`src/source/conv_pkg.sv`:
```
package conv_pkg;

  //////////////////////////////
  // Widths and sizes
  //////////////////////////////
  localparam int PIXEL_WIDTH = 8;
  localparam int SUM_WIDTH = 24;

  localparam int IMAGE_WIDTH = 5;
  localparam int IMAGE_HEIGHT = 5;
  localparam int CHANNEL_NUM_IN = 2;
  localparam int CHANNEL_NUM_OUT = 2;
  localparam int KERNEL = 3;

  typedef logic signed [PIXEL_WIDTH-1:0] pixel_t;
  typedef logic signed [PIXEL_WIDTH-1:0] weight_t;
  typedef logic signed [SUM_WIDTH-1:0] sum_t;

  // Frame store phases
  typedef enum logic [1:0] {FS_FILLING, FS_REPLAYING, FS_GRANTING} frame_state_t;

  // One window result of one input channel, MAC to adder
  typedef struct packed {
    sum_t value;
    logic ic;
    logic last;
  } partial_t;

endpackage

```
`src/source/conv_frame_store.sv`:
```
`timescale 1ns/1ns

module conv_frame_store #(
  parameter int IMAGE_WIDTH = conv_pkg::IMAGE_WIDTH,
  parameter int IMAGE_HEIGHT = conv_pkg::IMAGE_HEIGHT,
  parameter int CHANNEL_NUM_IN = conv_pkg::CHANNEL_NUM_IN,
  parameter int CHANNEL_NUM_OUT = conv_pkg::CHANNEL_NUM_OUT
) (
  input  logic             clk,
  input  logic             reset,
  input  logic             stall,
  input  logic             in_valid,
  input  conv_pkg::pixel_t in_pixel,
  output logic             in_credit,
  output logic             fs_valid,
  output conv_pkg::pixel_t fs_pixel,
  output logic             fs_oc,
  output logic             fs_ic
);

  localparam int IMAGE_SIZE = IMAGE_WIDTH * IMAGE_HEIGHT;
  localparam int FRAME_SIZE = IMAGE_SIZE * CHANNEL_NUM_IN;
  localparam int ADDR_W = $clog2(FRAME_SIZE);
  localparam int POS_W = $clog2(IMAGE_SIZE);

  conv_pkg::pixel_t mem [FRAME_SIZE];
  conv_pkg::frame_state_t state;
  logic [ADDR_W-1:0] grant_cnt;
  logic [ADDR_W-1:0] wr_cnt;
  logic [ADDR_W-1:0] rd_addr;
  logic [POS_W-1:0] pos_cnt;
  logic ic_cnt;
  logic oc_cnt;
  logic replay_step;

  assign replay_step = (state == conv_pkg::FS_REPLAYING) && !stall;

  //////////////////////////////
  // Phase control
  //////////////////////////////
  always_ff @(posedge clk) begin
    if (reset) begin
      state <= conv_pkg::FS_GRANTING;
      grant_cnt <= '0;
      wr_cnt <= '0;
      rd_addr <= '0;
      pos_cnt <= '0;
      ic_cnt <= 1'b0;
      oc_cnt <= 1'b0;
      in_credit <= 1'b0;
      fs_valid <= 1'b0;
    end else begin
      in_credit <= 1'b0;
      fs_valid <= replay_step;
      // Source may already send while credits are still going out
      if (in_valid) begin
        wr_cnt <= wr_cnt + 1'b1;
      end
      case (state)
        conv_pkg::FS_GRANTING: begin
          in_credit <= 1'b1;
          grant_cnt <= grant_cnt + 1'b1;
          if (grant_cnt == ADDR_W'(FRAME_SIZE - 1)) begin
            grant_cnt <= '0;
            state <= conv_pkg::FS_FILLING;
          end
        end
        conv_pkg::FS_FILLING: begin
          if (in_valid && wr_cnt == ADDR_W'(FRAME_SIZE - 1)) begin
            wr_cnt <= '0;
            state <= conv_pkg::FS_REPLAYING;
          end
        end
        default: begin
          if (replay_step) begin
            rd_addr <= rd_addr + 1'b1;
            pos_cnt <= pos_cnt + 1'b1;
            if (pos_cnt == POS_W'(IMAGE_SIZE - 1)) begin
              pos_cnt <= '0;
              ic_cnt <= (ic_cnt == CHANNEL_NUM_IN - 1) ? 1'b0 : ic_cnt + 1'b1;
            end
            // End of one output channel pass over the whole frame
            if (rd_addr == ADDR_W'(FRAME_SIZE - 1)) begin
              rd_addr <= '0;
              oc_cnt <= (oc_cnt == CHANNEL_NUM_OUT - 1) ? 1'b0 : oc_cnt + 1'b1;
              if (oc_cnt == CHANNEL_NUM_OUT - 1) begin
                state <= conv_pkg::FS_GRANTING;
              end
            end
          end
        end
      endcase
    end
  end

  // Frame memory and replay data
  always_ff @(posedge clk) begin
    if (in_valid) begin
      mem[wr_cnt] <= in_pixel;
    end
    if (replay_step) begin
      fs_pixel <= mem[rd_addr];
      fs_oc <= oc_cnt;
      fs_ic <= ic_cnt;
    end
  end

endmodule

```
`src/source/conv_window_mac.sv`:
```
`timescale 1ns/1ns

module conv_window_mac #(
  parameter int IMAGE_WIDTH = conv_pkg::IMAGE_WIDTH,
  parameter int IMAGE_HEIGHT = conv_pkg::IMAGE_HEIGHT,
  parameter int CHANNEL_NUM_IN = conv_pkg::CHANNEL_NUM_IN,
  parameter int CHANNEL_NUM_OUT = conv_pkg::CHANNEL_NUM_OUT
) (
  input  logic               clk,
  input  logic               reset,
  input  logic               weight_valid,
  input  conv_pkg::weight_t  weight,
  input  logic               fs_valid,
  input  conv_pkg::pixel_t   fs_pixel,
  input  logic               fs_oc,
  input  logic               fs_ic,
  output logic               mac_valid,
  output conv_pkg::partial_t mac_partial
);

  localparam int K = conv_pkg::KERNEL;
  localparam int KK = K * K;
  localparam int WEIGHT_NUM = CHANNEL_NUM_OUT * CHANNEL_NUM_IN * KK;
  localparam int W_IDX_W = $clog2(WEIGHT_NUM);
  localparam int COL_W = $clog2(IMAGE_WIDTH);
  localparam int ROW_W = $clog2(IMAGE_HEIGHT);

  conv_pkg::weight_t weight_mem [WEIGHT_NUM];
  logic [W_IDX_W-1:0] weight_cnt;
  logic [W_IDX_W-1:0] weight_base;
  // line0 holds the row above, line1 the row above that
  conv_pkg::pixel_t line0 [IMAGE_WIDTH];
  conv_pkg::pixel_t line1 [IMAGE_WIDTH];
  conv_pkg::pixel_t win [K][K];
  conv_pkg::pixel_t win_next [K][K];
  logic [COL_W-1:0] col_cnt;
  logic [ROW_W-1:0] row_cnt;
  logic window_done;
  conv_pkg::sum_t row_sum [K];
  conv_pkg::sum_t row_sum_q [K];
  logic s1_valid;
  logic s1_ic;
  logic s1_last;

  assign weight_base = W_IDX_W'((int'(fs_oc) * CHANNEL_NUM_IN + int'(fs_ic)) * KK);
  assign window_done = (row_cnt >= K - 1) && (col_cnt >= K - 1);

  //////////////////////////////
  // Weight load
  //////////////////////////////
  always_ff @(posedge clk) begin
    if (reset) begin
      weight_cnt <= '0;
    end else if (weight_valid) begin
      weight_cnt <= (weight_cnt == W_IDX_W'(WEIGHT_NUM - 1)) ? '0 : weight_cnt + 1'b1;
    end
  end

  always_ff @(posedge clk) begin
    if (weight_valid) begin
      weight_mem[weight_cnt] <= weight;
    end
  end

  //////////////////////////////
  // Window and products
  //////////////////////////////
  // Shift left and bring in the new column
  always_comb begin
    for (int r = 0; r < K; r++) begin
      for (int c = 0; c < K - 1; c++) begin
        win_next[r][c] = win[r][c+1];
      end
    end
    win_next[0][K-1] = line1[col_cnt];
    win_next[1][K-1] = line0[col_cnt];
    win_next[2][K-1] = fs_pixel;
  end

  // First adder stage, one sum per kernel row
  always_comb begin
    for (int r = 0; r < K; r++) begin
      row_sum[r] = '0;
      for (int c = 0; c < K; c++) begin
        row_sum[r] = row_sum[r] + conv_pkg::sum_t'(win_next[r][c] *
                     weight_mem[weight_base + W_IDX_W'(r * K + c)]);
      end
    end
  end

  always_ff @(posedge clk) begin
    if (reset) begin
      col_cnt <= '0;
      row_cnt <= '0;
      s1_valid <= 1'b0;
      mac_valid <= 1'b0;
    end else begin
      s1_valid <= fs_valid && window_done;
      mac_valid <= s1_valid;
      if (fs_valid) begin
        col_cnt <= col_cnt + 1'b1;
        if (col_cnt == COL_W'(IMAGE_WIDTH - 1)) begin
          col_cnt <= '0;
          row_cnt <= (row_cnt == ROW_W'(IMAGE_HEIGHT - 1)) ? '0 : row_cnt + 1'b1;
        end
      end
    end
  end

  always_ff @(posedge clk) begin
    if (fs_valid) begin
      win <= win_next;
      line0[col_cnt] <= fs_pixel;
      line1[col_cnt] <= line0[col_cnt];
      row_sum_q <= row_sum;
      s1_ic <= fs_ic;
      s1_last <= (fs_ic == CHANNEL_NUM_IN - 1);
    end
    if (s1_valid) begin
      mac_partial.value <= row_sum_q[0] + row_sum_q[1] + row_sum_q[2];
      mac_partial.ic <= s1_ic;
      mac_partial.last <= s1_last;
    end
  end

endmodule

```
`src/source/conv_channel_adder.sv`:
```
`timescale 1ns/1ns

module conv_channel_adder #(
  parameter int IMAGE_WIDTH = conv_pkg::IMAGE_WIDTH,
  parameter int IMAGE_HEIGHT = conv_pkg::IMAGE_HEIGHT
) (
  input  logic               clk,
  input  logic               reset,
  input  logic               mac_valid,
  input  conv_pkg::partial_t mac_partial,
  output logic               add_valid,
  output conv_pkg::sum_t     add_sum
);

  localparam int K = conv_pkg::KERNEL;
  localparam int OUT_SIZE = (IMAGE_WIDTH - K + 1) * (IMAGE_HEIGHT - K + 1);
  localparam int POS_W = $clog2(OUT_SIZE);

  // Running sums, one per output pixel of the current output channel
  conv_pkg::sum_t acc_mem [OUT_SIZE];
  logic [POS_W-1:0] pos_cnt;
  conv_pkg::sum_t acc_next;

  // Input channel 0 starts a new sum
  assign acc_next = (mac_partial.ic == 1'b0) ? mac_partial.value :
                    acc_mem[pos_cnt] + mac_partial.value;

  always_ff @(posedge clk) begin
    if (reset) begin
      pos_cnt <= '0;
      add_valid <= 1'b0;
    end else begin
      add_valid <= mac_valid && mac_partial.last;
      if (mac_valid) begin
        pos_cnt <= (pos_cnt == POS_W'(OUT_SIZE - 1)) ? '0 : pos_cnt + 1'b1;
      end
    end
  end

  always_ff @(posedge clk) begin
    if (mac_valid) begin
      acc_mem[pos_cnt] <= acc_next;
      if (mac_partial.last) begin
        add_sum <= acc_next;
      end
    end
  end

endmodule

```
`src/source/conv_out_queue.sv`:
```
`timescale 1ns/1ns

module conv_out_queue #(
  parameter int QUEUE_DEPTH = 16,
  parameter int STALL_MARGIN = 4
) (
  input  logic           clk,
  input  logic           reset,
  input  logic           add_valid,
  input  conv_pkg::sum_t add_sum,
  input  logic           out_credit,
  output logic           out_valid,
  output conv_pkg::sum_t out_sum,
  output logic           stall
);

  localparam int PTR_W = $clog2(QUEUE_DEPTH);
  localparam int CNT_W = $clog2(QUEUE_DEPTH + 1);
  localparam int CREDIT_W = 8;

  conv_pkg::sum_t mem [QUEUE_DEPTH];
  logic [PTR_W-1:0] wr_ptr;
  logic [PTR_W-1:0] rd_ptr;
  logic [CNT_W-1:0] count;
  logic [CREDIT_W-1:0] credits;
  logic pop;

  // One result leaves per cycle while data and a credit are both held
  assign pop = (count != '0) && (credits != '0);
  assign out_valid = pop;
  assign out_sum = mem[rd_ptr];
  // Room kept for results still inside the pipeline
  assign stall = (QUEUE_DEPTH - int'(count)) < STALL_MARGIN;

  always_ff @(posedge clk) begin
    if (reset) begin
      wr_ptr <= '0;
      rd_ptr <= '0;
      count <= '0;
      credits <= '0;
    end else begin
      if (add_valid) begin
        wr_ptr <= (wr_ptr == PTR_W'(QUEUE_DEPTH - 1)) ? '0 : wr_ptr + 1'b1;
      end
      if (pop) begin
        rd_ptr <= (rd_ptr == PTR_W'(QUEUE_DEPTH - 1)) ? '0 : rd_ptr + 1'b1;
      end
      count <= count + CNT_W'(add_valid) - CNT_W'(pop);
      credits <= credits + CREDIT_W'(out_credit) - CREDIT_W'(pop);
    end
  end

  always_ff @(posedge clk) begin
    if (add_valid) begin
      mem[wr_ptr] <= add_sum;
    end
  end

endmodule

```
`src/source/conv_layer_top.sv`:
```
`timescale 1ns/1ns

module conv_layer_top #(
  parameter int IMAGE_WIDTH = conv_pkg::IMAGE_WIDTH,
  parameter int IMAGE_HEIGHT = conv_pkg::IMAGE_HEIGHT,
  parameter int CHANNEL_NUM_IN = conv_pkg::CHANNEL_NUM_IN,
  parameter int CHANNEL_NUM_OUT = conv_pkg::CHANNEL_NUM_OUT,
  parameter int QUEUE_DEPTH = 16,
  parameter int STALL_MARGIN = 4
) (
  input  logic              clk,
  input  logic              reset,
  input  logic              weight_valid,
  input  conv_pkg::weight_t weight,
  input  logic              in_valid,
  input  conv_pkg::pixel_t  in_pixel,
  output logic              in_credit,
  input  logic              out_credit,
  output logic              out_valid,
  output conv_pkg::sum_t    out_sum
);

  logic fs_valid;
  conv_pkg::pixel_t fs_pixel;
  logic fs_oc;
  logic fs_ic;
  logic mac_valid;
  conv_pkg::partial_t mac_partial;
  logic add_valid;
  conv_pkg::sum_t add_sum;
  logic stall;

  //////////////////////////////
  // Frame store, MAC, adder, queue
  //////////////////////////////
  conv_frame_store #(
    .IMAGE_WIDTH    (IMAGE_WIDTH),
    .IMAGE_HEIGHT   (IMAGE_HEIGHT),
    .CHANNEL_NUM_IN (CHANNEL_NUM_IN),
    .CHANNEL_NUM_OUT(CHANNEL_NUM_OUT)
  ) u_frame_store (
    .clk      (clk),
    .reset    (reset),
    .stall    (stall),
    .in_valid (in_valid),
    .in_pixel (in_pixel),
    .in_credit(in_credit),
    .fs_valid (fs_valid),
    .fs_pixel (fs_pixel),
    .fs_oc    (fs_oc),
    .fs_ic    (fs_ic)
  );

  conv_window_mac #(
    .IMAGE_WIDTH    (IMAGE_WIDTH),
    .IMAGE_HEIGHT   (IMAGE_HEIGHT),
    .CHANNEL_NUM_IN (CHANNEL_NUM_IN),
    .CHANNEL_NUM_OUT(CHANNEL_NUM_OUT)
  ) u_window_mac (
    .clk         (clk),
    .reset       (reset),
    .weight_valid(weight_valid),
    .weight      (weight),
    .fs_valid    (fs_valid),
    .fs_pixel    (fs_pixel),
    .fs_oc       (fs_oc),
    .fs_ic       (fs_ic),
    .mac_valid   (mac_valid),
    .mac_partial (mac_partial)
  );

  conv_channel_adder #(
    .IMAGE_WIDTH (IMAGE_WIDTH),
    .IMAGE_HEIGHT(IMAGE_HEIGHT)
  ) u_channel_adder (
    .clk        (clk),
    .reset      (reset),
    .mac_valid  (mac_valid),
    .mac_partial(mac_partial),
    .add_valid  (add_valid),
    .add_sum    (add_sum)
  );

  conv_out_queue #(
    .QUEUE_DEPTH (QUEUE_DEPTH),
    .STALL_MARGIN(STALL_MARGIN)
  ) u_out_queue (
    .clk       (clk),
    .reset     (reset),
    .add_valid (add_valid),
    .add_sum   (add_sum),
    .out_credit(out_credit),
    .out_valid (out_valid),
    .out_sum   (out_sum),
    .stall     (stall)
  );

endmodule

```
`config.mk`:
```
export PLATFORM = sky130hd
export DESIGN_NAME = conv_layer_top
export DESIGN_NICKNAME = d
export VERILOG_FILES = /design/src/source/conv_pkg.sv /design/src/source/conv_frame_store.sv /design/src/source/conv_window_mac.sv /design/src/source/conv_channel_adder.sv /design/src/source/conv_out_queue.sv /design/src/source/conv_layer_top.sv
export SDC_FILE = /design/constraint.sdc
export NUM_CORES = 2
export LEC_CHECK = 0
export ABC_CLOCK_PERIOD_IN_PS = 12250
export BUFFER_PORTS_ARGS = -buffer_cell sky130_fd_sc_hd__clkbuf_2
export CORE_UTILIZATION = 40
export DETAILED_ROUTE_END_ITERATION = 10
export GPL_TIMING_DRIVEN = 0
export PLACE_DENSITY = 0.59
export SYNTH_ARGS = -nofsm -noshare
export SYNTH_HDL_FRONTEND = slang
export SYNTH_SLANG_ARGS = --single-unit
```
`constraint.sdc`:
```
create_clock -name clk -period 12.25 [get_ports clk]
set_clock_uncertainty 0.15 [all_clocks]
set_input_delay 3.675 -clock clk [delete_from_list [all_inputs] [get_ports clk]]
set_output_delay 3.675 -clock clk [all_outputs]
set_load 0.005 [all_outputs]
```
---- Yosys cells after proc, flatten, opt, wreduce, memory -nomap -nowiden ----
Memory sizes are Yosys's and may differ from the RTL's. A register that Yosys moved wholly into a read port is not among the register bits.
Cells that the tools add are included.
storage, ports and cells
  bits in registers ....................... 241
  RAM bits ................................ 1368
  input bits .............................. 21
  output and inout port bits .............. 26
  word-level logic and storage cells ...... 164
  memories ................................ 6
operators by class
  $add $sub $neg .......................... 35
  $mul .................................... 10
  magnitude comparators ................... 3
  equality and inequality tests ........... 14
  multiplexer cells ....................... 40
  bitwise operators ....................... 1
  reductions and logical operators ........ 20
memory list
  name                     depth  bits a word  rd ports  clocked after memory_dff  wr ports  RTL line                  RTL
  u_frame_store.mem        50     8            1         1                         1         conv_frame_store.sv:26    conv_pkg::pixel_t mem [FRAME_SIZE];
  u_out_queue.mem          16     24           1         1                         1         conv_out_queue.sv:21      conv_pkg::sum_t mem [QUEUE_DEPTH];
  u_window_mac.weight_mem  36     8            9         0                         1         conv_window_mac.sv:28     conv_pkg::weight_t weight_mem [WEIGHT_NUM];
  u_channel_adder.acc_mem  9      24           1         1                         1         conv_channel_adder.sv:20  conv_pkg::sum_t acc_mem [OUT_SIZE];
  u_window_mac.line0       5      8            1         1                         1         conv_window_mac.sv:32     conv_pkg::pixel_t line0 [IMAGE_WIDTH];
  u_window_mac.line1       5      8            1         1                         1         conv_window_mac.sv:33     conv_pkg::pixel_t line1 [IMAGE_WIDTH];
operator list
  kind                                                                                  count
  24-bit adder                                                                          9
  8-bit by 8-bit multiplier with 16-bit output                                          9
  6-bit 2-to-1 mux                                                                      6
  32-bit by 4-bit less-than comparator with 1-bit output (second input constant)        1
  32-bit by 5-bit multiplier with 6-bit output (second input constant)                  1
  6-bit by 1-bit adder with 6-bit output (second input constant)                        5
  4-bit 2-to-1 mux                                                                      7
  6-bit by 3-bit adder with 6-bit output (second input constant)                        4
  6-bit == test (second input constant)                                                 4
  24-bit 2-to-1 mux                                                                     1
  3-bit 2-to-1 mux                                                                      6
  1-bit 2-to-1 mux                                                                      13
  4-bit by 1-bit adder with 4-bit output (second input constant)                        3
  6-bit by 2-bit adder with 6-bit output (second input constant)                        2
  4-bit == test (second input constant)                                                 3
  2-bit 2-to-1 mux                                                                      5
  3-bit nonzero test                                                                    3
  8-bit by 1-bit adder with 8-bit output                                                1
  8-bit nonzero test                                                                    1
  8-bit by 1-bit subtractor with 8-bit output                                           1
  3-bit by 1-bit adder with 3-bit output (second input constant)                        2
  6-bit by 4-bit adder with 6-bit output (second input constant)                        1
  3-bit == test (second input constant)                                                 2
  3-bit by 2-bit greater-or-equal comparator with 1-bit output (second input constant)  2
  other kinds (21)                                                                      31

---- Depth between registers and ports, before layout ----
An unclocked memory read counts as a cell.
  depth after elaboration ................. 7
  depth in mapped cells ................... 43
  depth with buffers taken out ............ 34

---- Hierarchy ----
Synthesis repeated with hierarchy kept, for this count alone.
unflattened totals
  cells, all modules ...................... 6363
  area, all modules ....................... 94561.9 um2
modules (own cells, without submodules)
  module              instances  cells an instance  area an instance (um2)  sequential area each (um2)
  conv_window_mac     1          3990               50383.3                 15234.6
  conv_frame_store    1          918                17275.3                 12892.4
  conv_out_queue      1          784                16000.3                 12031.5
  conv_channel_adder  1          671                10903.0                 7387.1

---- Least setup slack after synthesis ----
No wires, ideal clock.
  path kind ............................... reg2reg
  start point ............................. register u_frame_store.fs_ic
  end point ............................... register u_window_mac.row_sum_q[42] in the netlist's numbering, data pin
  library setup time ...................... 0.163 ns
  arrival time ............................ 9.291 ns
  required time ........................... 11.937 ns
  setup slack ............................. 2.646 ns
  stages on the path, launching flop included .. 41
  buffers on the path ..................... 11
  clock period less this slack ............ 9.604 ns
  path through ............................ edfxtp_1 > buf_4 > buf_6 > buf_6 > clkinv_1 > buf_2 > buf_2 > buf_2 > ha_1 > buf_4 > buf_4 > buf_1 > mux4_2 > mux4_2 > mux2i_1 > nor2_1 > a21oi_2 > nor2_1 > (+5 left out) > inv_1 > fa_1 > inv_1 > ha_1 > nor2b_1 > o41ai_1 > o211ai_1 > a21oi_1 > xnor2_1 > fa_1 > inv_1 > ha_1 > clkbuf_1 > inv_1 > or3_1 > buf_1 > a211o_1 > o221ai_1
RTL lines
  element                 RTL line                 RTL
  start, declared         conv_frame_store.sv:18   output logic fs_ic
  start signal, assigned  conv_frame_store.sv:104  fs_ic <= ic_cnt;
  end signal, assigned    conv_window_mac.sv:115   row_sum_q <= row_sum;
  end, declared           conv_window_mac.sv:40    conv_pkg::sum_t row_sum_q [K];

==> flow_metrics.py <==
metrics = {
    "yosys": {
        "yosysUniqueCellTypes": 74,
        "synth_fa_ha_area_share_pct": 17.0,
        "synth_top_family_by_area": "adder cells",
        "synth-edff-count": 1548,
        "synth-compound-area-share_pct": 3.77,
        "synth_area_mm2": 0.0968,
        "synth-xor-area-share_pct": 2.23,
        "yosys.area_share.simple_pct": 7.01,
        "muxShareOfSynthArea_pct": 15.7,
        "syn-num-nets": 7681,
        "synthFlopType": "edfxtp_1",
        "yosys_register_bits": 1628,
        "synthArstFlopShare_pct": 0,
        "synth-seq-area-share_pct": 49.7,
        "syn_inst": 6685,
        "syn_avg_cell_area_um2": 14.5,
        "ys.warnings.count": 0,
    },
    "global_route": {
        "grt_max_degree": 68,
        "overflow": 0,
        "grt_pass1_wl_mm": 388,
        "grt_pass1_vias": 58500,
        "grt_antenna_before_repair": 19,
        "gr-usage-all-layers_pct": 21.5,
    },
    "pwr": {
        "power_density_mw_per_mm2": 125,
        "total_power_mw": 13.5,
        "p_comb_share_pct": 14.8,
        "swShare_pct": 25.8,
        "p_leak_nw": 39.2,
        "p_sw_mw": 3.49,
        "power.share.clock_pct": 39.5,
        "p_int_mw": 10.0,
        "ir_worst_vdd_uv": 131,
        "pwr-share-seq_pct": 45.7,
    },
    "run_status": {
        "status": "complete, no violations",
    },
    "clocking": {
        "clk_latency_ns": 0.86,
        "cts_buffers": 173,
        "cts_tree": "built",
        "cts_sinks": 1628,
        "path_clk_slew_ns": 0.06,
        "htree_levels": 4,
        "ctsHoldBuffers": 0,
        "cts_root_buf": "clkbuf_16",
        "cts_max_path_buffers": 3,
    },
    "detailed_routing": {
        "via_per_inst": 5.52,
        "vias": 56700,
        "wl_per_cell_um": 25.4,
        "drt_iter0_markers": 5330,
        "drt_wl_total_mm": 261,
        "drc": 0,
        "antenna_left": 0,
        "drt-pass1-iter-count": 5,
    },
    "worst_setup_path": {
        "worstPathArrival_ns": 12.37,
        "crit_path_max_incr_delay_ns": 0.56,
        "cp_slowest_cell": "fa_1",
        "critPathLaunchType": "register",
        "r2r_setup_slack_ns": 0.30,
        "cp_data_required_time_ns": 12.67,
        "worst-path-max-fanout": 11,
        "critPathMostFrequentCell": "buf_4",
        "crit_type": "reg2reg",
        "critPathLaunch": "u_frame_store.fs_ic$_DFFE_PP_",
        "crit_path_end_kind": "register",
        "regToRegStartpoint": "u_frame_store.fs_ic$_DFFE_PP_",
    },
    "final_layout": {
        "final_cell_area_mm2": 0.108,
        "drive_gt1_share_pct": 17.0,
        "nNetsFinal": 7941,
        "nFillCells": 21300,
        "final_cells": 10300,
        "syn2layout_area_growth_pct": 11.3,
    },
    "min_path": {
        "worstHoldStart": "u_window_mac.s1_last$_DFFE_PP_",
        "hp-class": "reg2reg",
    },
    "floorplanning": {
        "die_area_mm2": 0.244,
        "dieWidth_um": 494,
        "die_h_um": 494,
        "io_pins": 47,
        "core_area_mm2": 0.241,
        "start_util_pct": 40.2,
        "rows": 180,
    },
    "sta": {
        "finalMaxSlewViolations": 0,
        "finalSetupViolCount": 0,
        "min_period_ns": 11.95,
        "hold_viol_final": 0,
        "fin_crit_sh_pct": 97.6,
        "tns_ns": 0,
        "slew_headroom_pct": 4.60,
        "fmaxAchievable_mhz": 83.7,
        "worst_slew_pin_slew_ns": 1.42,
        "whs_ns": 0.275,
    },
    "flow_run": {
        "cap_violations": 0,
    },
    "placement": {
        "gp_congestion": 0.952,
        "dp.cells": 9950,
        "port_buffers": 45,
        "dpl_cell_area_mm2": 0.102,
        "hpwlAfterDp_mm": 190,
    },
}
==> power by group through the flow <==
stage	combinational, mW	sequential (mW)	clock, mW
final	2.00	6.18	5.34
after global routing	2.20	6.18	5.63
after CTS	2.02	6.18	5.43
after detailed placement	2.01	6.30	0
after global placement	1.97	6.30	0
after floorplan	1.38	6.28	0
==> repair_timing <==
action | 4_1_cts | 5_1_grt
gates cloned | 0 | 0
setup buffers | 2 | 0
gates resized for setup | 30 | 36
setup endpoints to repair | 38 | 26
==> registers in the layout, indices dropped and copies added, names as in the netlist, 8 cells and up, named ones only <==
| signal | cells |
|---|---|
| u_channel_adder.acc_mem | 216 |
| u_channel_adder.add_sum | 24 |
| u_frame_store.fs_pixel | 8 |
| u_frame_store.mem | 400 |
| u_out_queue.credits | 8 |
| u_out_queue.mem | 384 |
| u_window_mac.line0 | 40 |
| u_window_mac.line1 | 40 |
| u_window_mac.mac_partial | 25 |
| u_window_mac.row_sum_q | 72 |
| u_window_mac.weight_mem | 288 |
| u_window_mac.win | 48 |
==> layout by cell type, fill, tap and decap left out, types with 17 or more instances in the layout <==
| cell | count |
|---|---|
| edfxtp_1 | 1548 |
| inv_1 | 900 |
| mux4_2 | 604 |
| fa_1 | 573 |
| ha_1 | 402 |
| nor2_1 | 380 |
| nand2_1 | 329 |
| and2_1 | 267 |
| clkbuf_16 | 175 |
| xnor2_1 | 170 |
| a21oi_1 | 161 |
| clkbuf_1 | 142 |
| o21ai_0 | 118 |
| mux2i_1 | 90 |
| dfxtp_1 | 79 |
| xor2_1 | 75 |
| nor2b_1 | 73 |
| nand2b_1 | 62 |
| mux2_2 | 52 |
| clkbuf_2 | 51 |
| a21o_1 | 49 |
| nand3_1 | 46 |
| buf_2 | 42 |
| nor3_1 | 39 |
| buf_1 | 31 |
| buf_4 | 30 |
| o21bai_1 | 30 |
| nor2_2 | 30 |
| o21a_1 | 28 |
| clkinv_2 | 28 |
| a211oi_1 | 23 |
| buf_6 | 22 |
| clkinv_1 | 22 |
| nand4_1 | 21 |
| and2_2 | 21 |
| and3_1 | 19 |
| or3_1 | 19 |
| o21ai_1 | 18 |
| nand3b_1 | 17 |
==> metrics by stage <==
| step | util (%) | worst slack (ns) |
|---|---|---|
| 2_1_floorplan | - | 2.65 |
| 3_3_place_gp | 42.0 | -1.99 |
| 3_5_place_dp | 42.3 | -1.40 |
| 4_1_cts | 44.7 | 0.00204 |
| 5_1_grt | 44.8 | -0.00694 |
| 6_report | 44.8 | 0.298 |
==> worst max-delay path, delay by kind of cell, from the launching register on <==
| family | cells | cell delay (ns) |
|---|---|---|
| flip-flops | 1 | 0.42 |
| AND/OR/NAND/NOR | 3 | 0.47 |
| AO/OA/AOI/OAI | 10 | 1.98 |
| adder cells (fa/ha/maj) | 8 | 3.35 |
| buffers and inverters | 18 | 4.14 |
| XOR/XNOR | 2 | 0.55 |
| multiplexers | 1 | 0.52 |
==> final timing paths <==
path	depth (start not counted)	to
max	42	u_window_mac.row_sum_q[16]$_DFFE_PP_
min	0	u_window_mac.mac_partial[0]$_DFFE_PP_
max reg2reg	42	u_window_mac.row_sum_q[16]$_DFFE_PP_
min reg2reg	0	u_window_mac.mac_partial[0]$_DFFE_PP_
==> synth_stat cells (50+ instances only) <==
library cell	n	area [um^2]
mux4_2	604	13600
ha_1	402	5030
clkbuf_1	101	379
edfxtp_1	1548	46500
nor2_1	410	1540
and2_1	288	1800
mux2_2	52	586
buf_2	50	250
nand2b_1	62	388
fa_1	573	11500
mux2i_1	100	1000
nor2b_1	73	457
xor2_1	75	657
a21oi_1	170	851
dfxtp_1	80	1600
xnor2_1	172	1510
o21ai_0	124	621
inv_1	900	3380
nand2_1	329	1230
==> area by class of cell <==
cell class	instances	area (um^2)	area share (%)
Buffer	217	1080	1.01
Multi-Input combinational cell	3938	44600	41.4
Sequential cell	1628	48100	44.6
Tap cell	3185	3990	3.70
Inverter	902	3390	3.14
Clock buffer	220	4550	4.22
Clock inverter	94	1220	1.13
Antenna cell	3	7.51	0.00697
Timing Repair Buffer	85	803	0.745
==> routing by layer <==
layer | track usage (%) | vias to the layer above | part of all wire [%]
li1 | - | 24700 | -
met1 | 29.0 | 29400 | 42
met2 | 34.6 | 2093 | 47
met3 | 3.97 | 499 | 6.9
met4 | 8.24 | 2 | 4.1
met5 | 0 | - | 0.0054
==> kinds of logic after synthesis <==
family          count (synthesis)
buf+inv                      1119
flops                        1628
mux                           756
xor+xnor                      247
fa+ha+maj                     975
simple gates                 1385
compound gates                575
Power figures use the tool's default switching activity.
